<file path="src/logic/decodePkg.sv">
// Shared definitions for the instruction decode stage
// Widths, register specifier constants and the instruction word type
// Opcode, R2 function, instruction class and slot state enums
// R2 function check used by the decoders

package decodePkg;

	// ==============================
	// Widths and constants
	// ==============================

	localparam int instrWidth = 40;
	localparam int regWidth = 6;
	localparam int immWidth = 16;
	localparam int dataWidth = 32;

	// Raw instruction word, fields are sliced by position in each decoder
	// Opcode 6:0, Rt 12:7, Ra 18:13, Rb 24:19, R2 function 31:25
	// Predicate at 36:34 for R2 and MOV, at 37:35 for the other formats
	// Immediate at 34:19, bits 39:38 are reserved
	typedef logic [instrWidth-1:0] instruction_t;
	typedef logic [regWidth-1:0] regspec_t;

	// Specifiers 32 to 39 name the predicate registers
	localparam regspec_t predBase = 6'd32;
	// Marks a field that the instruction does not use
	localparam regspec_t noReg = 6'd63;

	// ==============================
	// Encodings
	// ==============================

	typedef enum logic [6:0]
	{
		OP_R2 = 7'd2,
		OP_ADDI = 7'd4,
		OP_SUBFI = 7'd5,
		OP_CMPI = 7'd6,
		OP_MULI = 7'd7,
		OP_DIVI = 7'd8,
		OP_ANDI = 7'd9,
		OP_ORI = 7'd10,
		OP_EORI = 7'd11,
		OP_MOV = 7'd12,
		OP_SLTI = 7'd13,
		OP_MULUI = 7'd14,
		OP_DIVUI = 7'd15,
		OP_JSR = 7'd66,
		OP_RTD = 7'd67,
		OP_LDB = 7'd80,
		OP_LDBU = 7'd81,
		OP_LDW = 7'd82,
		OP_LDWU = 7'd83,
		OP_LDT = 7'd84,
		OP_LDTU = 7'd85,
		OP_LDO = 7'd86,
		OP_LDX = 7'd87,
		OP_NOP = 7'd127
	} opcode_t;

	// Function field of the register to register format
	typedef enum logic [6:0]
	{
		FN_CMP = 7'd3, FN_ADD = 7'd4, FN_SUB = 7'd5, FN_MUL = 7'd6,
		FN_DIV = 7'd7, FN_AND = 7'd8, FN_OR = 7'd9, FN_EOR = 7'd10,
		FN_ANDC = 7'd11, FN_NAND = 7'd12, FN_NOR = 7'd13, FN_MULU = 7'd14,
		FN_DIVU = 7'd15, FN_ENOR = 7'd16, FN_ORC = 7'd17, FN_MULH = 7'd18,
		FN_MOD = 7'd19, FN_MULUH = 7'd20, FN_MODU = 7'd21, FN_SEQ = 7'd24,
		FN_SNE = 7'd25, FN_SLT = 7'd26, FN_SLE = 7'd27, FN_SLTU = 7'd28,
		FN_SLEU = 7'd29
	} func_t;

	// Tells the issue logic which unit takes the instruction
	typedef enum logic [2:0]
	{
		CLS_NONE = 3'd0,
		CLS_ALU = 3'd1,
		CLS_LOAD = 3'd2,
		CLS_BRANCH = 3'd3,
		CLS_MOVE = 3'd4
	} instrClass_t;

	// Sequence of one pipeline slot in the decode stage
	typedef enum logic [1:0]
	{
		SLOT_EMPTY = 2'd0,
		SLOT_FULL = 2'd1,
		SLOT_WAIT_ACK_LOW = 2'd2
	} slotState_t;

	// True when the R2 function field holds one of the defined functions
	function automatic logic isKnownFunc(input logic [6:0] fn);
		logic known;
		case (fn)
			FN_CMP, FN_ADD, FN_SUB, FN_MUL, FN_DIV, FN_AND, FN_OR, FN_EOR,
			FN_ANDC, FN_NAND, FN_NOR, FN_MULU, FN_DIVU, FN_ENOR, FN_ORC,
			FN_MULH, FN_MOD, FN_MULUH, FN_MODU, FN_SEQ, FN_SNE, FN_SLT,
			FN_SLE, FN_SLTU, FN_SLEU:
				known = 1'b1;
			default:
				known = 1'b0;
		endcase
		return known;
	endfunction

endpackage
</file>
<file path="src/logic/decodeStage.sv">
// Decode stage top level
// Capture slot with the four-phase fetch handshake
// Combinational predicate, register and class decoders
// Output slot with the four-phase issue handshake

`timescale 1ns/10ps

module decodeStage
(
	input logic clk,
	input logic rstN,
	input logic inReq,
	input decodePkg::instruction_t instr,
	output logic inAck,
	output logic outReq,
	output decodePkg::regspec_t Rp,
	output decodePkg::regspec_t Rt,
	output decodePkg::regspec_t Ra,
	output decodePkg::regspec_t Rb,
	output logic [decodePkg::dataWidth-1:0] imm,
	output decodePkg::instrClass_t cls,
	input logic outAck
);

	decodePkg::slotState_t capState;
	decodePkg::slotState_t outState;
	decodePkg::instruction_t capInstr;
	logic capLoad;
	logic transfer;

	// Decoder results for the instruction held in the capture slot
	decodePkg::regspec_t decRp;
	decodePkg::regspec_t decRt;
	decodePkg::regspec_t decRa;
	decodePkg::regspec_t decRb;
	logic [decodePkg::dataWidth-1:0] decImm;
	decodePkg::instrClass_t decCls;

	// A new request is taken only once the previous one has fully retired
	assign capLoad = (capState == decodePkg::SLOT_EMPTY) && inReq && !inAck;
	assign transfer = (capState == decodePkg::SLOT_FULL) && (outState == decodePkg::SLOT_EMPTY);

	// ==============================
	// Capture slot
	// ==============================

	always_ff @(posedge clk)
	begin
		if (!rstN)
		begin
			capState <= decodePkg::SLOT_EMPTY;
			inAck <= 1'b0;
		end
		else
		begin
			// Ack rises with the capture and falls once req is seen low
			if (capLoad)
				inAck <= 1'b1;
			else if (inAck && !inReq)
				inAck <= 1'b0;
			case (capState)
				decodePkg::SLOT_EMPTY:
					if (capLoad)
						capState <= decodePkg::SLOT_FULL;
				decodePkg::SLOT_FULL:
					// The word may leave before the fetch side has dropped req
					if (transfer)
					begin
						if (inAck && inReq)
							capState <= decodePkg::SLOT_WAIT_ACK_LOW;
						else
							capState <= decodePkg::SLOT_EMPTY;
					end
				decodePkg::SLOT_WAIT_ACK_LOW:
					if (!inReq)
						capState <= decodePkg::SLOT_EMPTY;
				default:
					capState <= decodePkg::SLOT_EMPTY;
			endcase
		end
	end

	always_ff @(posedge clk)
	begin
		if (capLoad)
			capInstr <= instr;
	end

	// ==============================
	// Decoders
	// ==============================

	decodeRp uRp
	(
		.instr(capInstr),
		.Rp(decRp)
	);

	decodeRegs uRegs
	(
		.instr(capInstr),
		.Rt(decRt),
		.Ra(decRa),
		.Rb(decRb),
		.imm(decImm)
	);

	decodeClass uClass
	(
		.instr(capInstr),
		.cls(decCls)
	);

	// ==============================
	// Output slot
	// ==============================

	always_ff @(posedge clk)
	begin
		if (!rstN)
		begin
			outState <= decodePkg::SLOT_EMPTY;
			outReq <= 1'b0;
		end
		else
		begin
			case (outState)
				decodePkg::SLOT_EMPTY:
					if (transfer)
					begin
						outState <= decodePkg::SLOT_FULL;
						outReq <= 1'b1;
					end
				// Req falls on the edge after the issue side acknowledges
				decodePkg::SLOT_FULL:
					if (outAck)
					begin
						outState <= decodePkg::SLOT_WAIT_ACK_LOW;
						outReq <= 1'b0;
					end
				// Slot is reusable only after ack has returned low
				decodePkg::SLOT_WAIT_ACK_LOW:
					if (!outAck)
						outState <= decodePkg::SLOT_EMPTY;
				default:
				begin
					outState <= decodePkg::SLOT_EMPTY;
					outReq <= 1'b0;
				end
			endcase
		end
	end

	// Fields stay put from the transfer until the next one
	always_ff @(posedge clk)
	begin
		if (transfer)
		begin
			Rp <= decRp;
			Rt <= decRt;
			Ra <= decRa;
			Rb <= decRb;
			imm <= decImm;
			cls <= decCls;
		end
	end

endmodule

</file>
<file path="src/logic/decodeClass.sv">
// Instruction class decoder
// Maps each opcode, and the function for R2, onto the unit that
// executes it: ALU, LOAD, BRANCH, MOVE or NONE

`timescale 1ns/10ps

module decodeClass
(
	input decodePkg::instruction_t instr,
	output decodePkg::instrClass_t cls
);

	logic [6:0] opcode;
	logic [6:0] func;

	assign opcode = instr[6:0];
	assign func = instr[31:25];

	// ==============================
	// Opcode to class map
	// ==============================

	always_comb
	begin
		case (opcode)
			// An R2 word with an undefined function goes nowhere
			decodePkg::OP_R2:
				if (decodePkg::isKnownFunc(func))
				begin
					cls = decodePkg::CLS_ALU;
				end
				else
				begin
					cls = decodePkg::CLS_NONE;
				end
			// Immediate arithmetic and logic share the ALU with R2
			decodePkg::OP_ADDI, decodePkg::OP_SUBFI, decodePkg::OP_CMPI,
			decodePkg::OP_MULI, decodePkg::OP_DIVI, decodePkg::OP_SLTI,
			decodePkg::OP_MULUI, decodePkg::OP_DIVUI,
			decodePkg::OP_ANDI, decodePkg::OP_ORI, decodePkg::OP_EORI:
				cls = decodePkg::CLS_ALU;
			decodePkg::OP_LDB, decodePkg::OP_LDBU, decodePkg::OP_LDW,
			decodePkg::OP_LDWU, decodePkg::OP_LDT, decodePkg::OP_LDTU,
			decodePkg::OP_LDO, decodePkg::OP_LDX:
				cls = decodePkg::CLS_LOAD;
			// Subroutine call and return both redirect the fetch unit
			decodePkg::OP_JSR, decodePkg::OP_RTD:
				cls = decodePkg::CLS_BRANCH;
			decodePkg::OP_MOV:
				cls = decodePkg::CLS_MOVE;
			// NOP and unlisted opcodes need no execution unit
			default:
				cls = decodePkg::CLS_NONE;
		endcase
	end

endmodule

</file>
<file path="src/logic/decodeRegs.sv">
// Target and source register specifier decoder
// Rt, Ra and Rb per opcode, noReg for fields the format lacks
// Sign extended immediate for the formats that carry one

`timescale 1ns/10ps

module decodeRegs
(
	input decodePkg::instruction_t instr,
	output decodePkg::regspec_t Rt,
	output decodePkg::regspec_t Ra,
	output decodePkg::regspec_t Rb,
	output logic [decodePkg::dataWidth-1:0] imm
);

	logic [6:0] opcode;
	logic [6:0] func;
	decodePkg::regspec_t fldRt;
	decodePkg::regspec_t fldRa;
	decodePkg::regspec_t fldRb;
	logic [decodePkg::immWidth-1:0] fldImm;
	logic [decodePkg::dataWidth-1:0] immSext;

	assign opcode = instr[6:0];
	assign func = instr[31:25];
	assign fldRt = instr[12:7];
	assign fldRa = instr[18:13];
	assign fldRb = instr[24:19];
	// The immediate overlaps Rb and the function field
	assign fldImm = instr[34:19];

	assign immSext = {{(decodePkg::dataWidth - decodePkg::immWidth){fldImm[decodePkg::immWidth-1]}},
		fldImm};

	// ==============================
	// Specifier and immediate select
	// ==============================

	always_comb
	begin
		// Illegal and unlisted encodings fall through with no registers
		Rt = decodePkg::noReg;
		Ra = decodePkg::noReg;
		Rb = decodePkg::noReg;
		imm = '0;
		case (opcode)
			decodePkg::OP_R2:
				// Only a defined function reads and writes registers
				if (decodePkg::isKnownFunc(func))
				begin
					Rt = fldRt;
					Ra = fldRa;
					Rb = fldRb;
				end
			decodePkg::OP_ADDI, decodePkg::OP_SUBFI, decodePkg::OP_CMPI,
			decodePkg::OP_MULI, decodePkg::OP_DIVI, decodePkg::OP_SLTI,
			decodePkg::OP_MULUI, decodePkg::OP_DIVUI,
			decodePkg::OP_ANDI, decodePkg::OP_ORI, decodePkg::OP_EORI,
			decodePkg::OP_LDB, decodePkg::OP_LDBU, decodePkg::OP_LDW,
			decodePkg::OP_LDWU, decodePkg::OP_LDT, decodePkg::OP_LDTU,
			decodePkg::OP_LDO, decodePkg::OP_LDX:
			begin
				Rt = fldRt;
				Ra = fldRa;
				imm = immSext;
			end
			decodePkg::OP_MOV:
			begin
				Rt = fldRt;
				Ra = fldRa;
			end
			// JSR writes the return address into Rt as its link register
			decodePkg::OP_JSR:
			begin
				Rt = fldRt;
				Ra = fldRa;
				imm = immSext;
			end
			// RTD has no register operands, only the stack adjustment
			decodePkg::OP_RTD:
				imm = immSext;
			default:
				imm = '0;
		endcase
	end

endmodule

</file>
<file path="src/logic/decodeRp.sv">
// Predicate register specifier decoder
// Picks the predicate field by instruction format and maps it onto
// the predicate register range, or gives noReg

`timescale 1ns/10ps

module decodeRp
(
	input decodePkg::instruction_t instr,
	output decodePkg::regspec_t Rp
);

	logic [6:0] opcode;
	logic [6:0] func;
	// Predicate register named by the R2 and MOV field position
	decodePkg::regspec_t predLow;
	// Predicate register named by the position used by the other formats
	decodePkg::regspec_t predHigh;

	assign opcode = instr[6:0];
	assign func = instr[31:25];

	// Both positions are three bits wide, so the sum stays in 32 to 39
	assign predLow = decodePkg::predBase + decodePkg::regspec_t'(instr[36:34]);
	assign predHigh = decodePkg::predBase + decodePkg::regspec_t'(instr[37:35]);

	// ==============================
	// Format dependent selection
	// ==============================

	always_comb
	begin
		case (opcode)
			decodePkg::OP_R2:
				// An undefined function is illegal and names no predicate
				case (decodePkg::isKnownFunc(func))
					1'b1:
						Rp = predLow;
					default:
						Rp = decodePkg::noReg;
				endcase
			decodePkg::OP_JSR, decodePkg::OP_RTD:
				Rp = predHigh;
			decodePkg::OP_ADDI, decodePkg::OP_SUBFI, decodePkg::OP_CMPI,
			decodePkg::OP_MULI, decodePkg::OP_DIVI, decodePkg::OP_SLTI,
			decodePkg::OP_MULUI, decodePkg::OP_DIVUI,
			decodePkg::OP_ANDI, decodePkg::OP_ORI, decodePkg::OP_EORI:
				Rp = predHigh;
			// MOV shares its field layout with the R2 format
			decodePkg::OP_MOV:
				Rp = predLow;
			decodePkg::OP_LDB, decodePkg::OP_LDBU, decodePkg::OP_LDW,
			decodePkg::OP_LDWU, decodePkg::OP_LDT, decodePkg::OP_LDTU,
			decodePkg::OP_LDO, decodePkg::OP_LDX:
				Rp = predHigh;
			default:
				Rp = decodePkg::noReg;
		endcase
	end

endmodule

</file>
<file path="config.mk">
export PLATFORM = sky130hd
export DESIGN_NAME = decodeStage
export DESIGN_NICKNAME = d
export VERILOG_FILES = /design/src/logic/decodePkg.sv /design/src/logic/decodeStage.sv /design/src/logic/decodeClass.sv /design/src/logic/decodeRegs.sv /design/src/logic/decodeRp.sv
export SDC_FILE = /design/constraint.sdc
export NUM_CORES = 1
export LEC_CHECK = 0
export ABC_CLOCK_PERIOD_IN_PS = 8000
export CAP_MARGIN = 20
export CORE_ASPECT_RATIO = 0.8
export CORE_MARGIN = 2
export CORE_UTILIZATION = 50
export CTS_CLUSTER_SIZE = 28
export DETAILED_ROUTE_END_ITERATION = 8
export DONT_BUFFER_PORTS = 1
export PLACE_DENSITY = 0.77
export RECOVER_POWER = 25
export SYNTH_ARGS = -nofsm -noshare
export SYNTH_HDL_FRONTEND = slang
export SYNTH_HIERARCHICAL = 1
export SYNTH_SLANG_ARGS = --single-unit
</file>
<file path="constraint.sdc">
create_clock -name clk -period 8 [get_ports clk]
set_input_delay 0.4 -clock clk [delete_from_list [all_inputs] [get_ports clk]]
set_output_delay 0.4 -clock clk [all_outputs]
set_load 0.005 [all_outputs]
</file>
==> results.cfg <==
[floorplanning]
rows = 29
die_h_um = 84.66
boundaryPins = 105
core-area_um2 = 7910
start_util_pct = 51.41
die_w_um = 104.8
fp.dieArea_um2 = 8874

[drt]
dr.pass1.iters = 4
drtIter0Drc = 84
viasPerCell = 5.607
routedWlPerCell_um = 18.27
wl_met2_mm = 3.155
routed_wl_mm = 6.503
wl_met1_mm = 2.817
drtAntennaViolNets = 0
wl_met3_um = 437
drcViolationCount = 0
top_layer = met4
vias = 1996

[hold_path]
hold_class = in -> reg
holdPathEnd = capInstr[25]$_DFFE_PP_
worstHoldStart = instr[25]
min_path_cells = 0

[clocking]
ctsHoldBuffers = 0
cts.clk_slew.worst_paths_ns = 0.09
clock-sinks = 103
clockBufferDepth = 2
cts_buffers = 9
cts_root_buf = clkbuf_8
h-tree-depth = 3
cts_setup_buffers = 0
clock_latency_ns = 0.35
cts_tree = done
cts.repair.resized = 0

[worst_setup_path]
crit_slowest_cell = edfxtp_1
worst-path-max-fanout = 17
worstSetupEndpointType = register
r2r_start = capInstr[2]$_DFFE_PP_
r2r_end = imm[28]$_DFFE_PP_
cp.arrival_ns = 2.53
r2r_cells = 4
crit_path_max_incr_delay_ns = 0.70
cp.required_ns = 8.08
critPathKind = reg -> reg
cp_cell_sequence = or2_1 > a32oi_1 > nor3_2 > and2_1
r2r_setup_slack_ns = 5.55
startpoint_type = register

[synth]
syn_avg_cell_area_um2 = 16.33
synth_cells = 249
syn_area_um2 = 4066
yosysWarnings = 6
syn_nets = 293

[cells_and_area]
drive_gt1_share_pct = 14.52
register_area_um2 = 3033
multi_input_comb_area_um2 = 859.6
fin_cells = 356
final_cell_mix = 97 x edfxtp_1, 17 x and2_1, 16 x nor2_1
antenna_cells = 0
fin_util_pct = 53.91
fillers = 659
areaGrowthSynthToFinish_pct = 4.862
final_net_count = 287
final_common_cell = edfxtp_1

[sta]
max_freq_mhz = 407.8
setup_viol = 0
setup_tns_ns = 0
relSlewSlack_pct = 45.52
worst_pin_slew_ns = 0.8128
timing.final.crit_share_pct = 30.65
rsz0062_at_grt = no
skew_ns = 0.007952
hold_violations = 0
slew_viol_final = 0
min_period_ns = 2.452

[status]
status = finished clean

[grt]
grt_start_max_net_pins = 43
antenna_found_initial = 0
overflow = 0
grt_usage_pct = 15.01
grt_pass1_vias = 1812
grt_pass1_wl_mm = 9.894

[placed_design]
dp_hpwl_mm = 4.389
place.gp.congestion = 0.7082
port_buffers = 0
dp.cells = 340

[power]
seqPwrFrac_pct = 64.2
power.share.clock_pct = 31.1
p_leak_nw = 1.340
internal_power_mw = 0.7859
ir_worst_vdd_mv = 0.1356
p_per_area_nw_per_um2 = 236.1
pwr-share-comb_pct = 4.7
switching_share_pct = 21.92
power.switching_mw = 0.2207

[flow_run]
cap_violations = 0
-- power groups by stage --
stage                     Clock, mW  Sequential (mW)  Combinational (mW)
after floorplan                   0            0.654              0.0426
after global placement            0            0.657              0.0457
after detailed placement          0            0.659              0.0479
after CTS                     0.325            0.647              0.0478
after global routing          0.347            0.650              0.0524
final                         0.313            0.646              0.0469
-- state kept, by name, indices dropped and copies added (netlist names), 2 cells and up --
| signal | count |
|---|---|
| imm | 32 |
| capState | 2 |
| Rb | 6 |
| outState | 2 |
| cls | 3 |
| Ra | 6 |
| Rp | 6 |
| capInstr | 38 |
| Rt | 6 |
-- layout make-up --
cell class,count,share of cell area [%]
sequential,103,71.13
multi-input combinational,122,20.16
tap,108,3.169
clock buffer,9,2.905
clock inverter,7,1.673
timing repair buffer,4,0.7042
inverter,3,0.2641
-- worst max-delay path, delay by kind of cell (launching register included) --
kind / cells / cell delay, ns
DFF: 1 / 0.70
AOI/OAI and AO/OA: 1 / 0.07
and+or+nand+nor: 3 / 1.42
-- routing by layer --
layer,vias up,GRT usage (%)
li1,916,-
met1,985,19.35
met2,86,23.32
met3,9,5.901
met4,0,5.455
met5,-,0
-- stage by stage --
stage               power [mW]  instance area, µm²  hold WS (ns)  worst slack [ns]
global placement        0.7030                4069        0.4895             5.572
CTS                      1.020                4264        0.1138             5.458
detailed placement      0.7071                4069        0.4953             5.474
global route             1.050                4264        0.1007             5.341
floorplan               0.6969                4066        0.4870             3.072
finish                   1.007                4264        0.1386             5.548
-- worst max-delay path by stage --
stage	to	start	slack, ns
2_1_floorplan	capInstr[0]$_DFFE_PP_	capState[1]$_SDFFE_PN0P_	3.07
3_3_place_gp	imm[29]$_DFFE_PP_	capInstr[2]$_DFFE_PP_	5.57
3_5_place_dp	imm[29]$_DFFE_PP_	capInstr[2]$_DFFE_PP_	5.47
4_1_cts	imm[28]$_DFFE_PP_	capInstr[2]$_DFFE_PP_	5.46
5_1_grt	imm[28]$_DFFE_PP_	capInstr[2]$_DFFE_PP_	5.34
6_report	imm[28]$_DFFE_PP_	capInstr[2]$_DFFE_PP_	5.55
(Power assumes the default switching activity.)
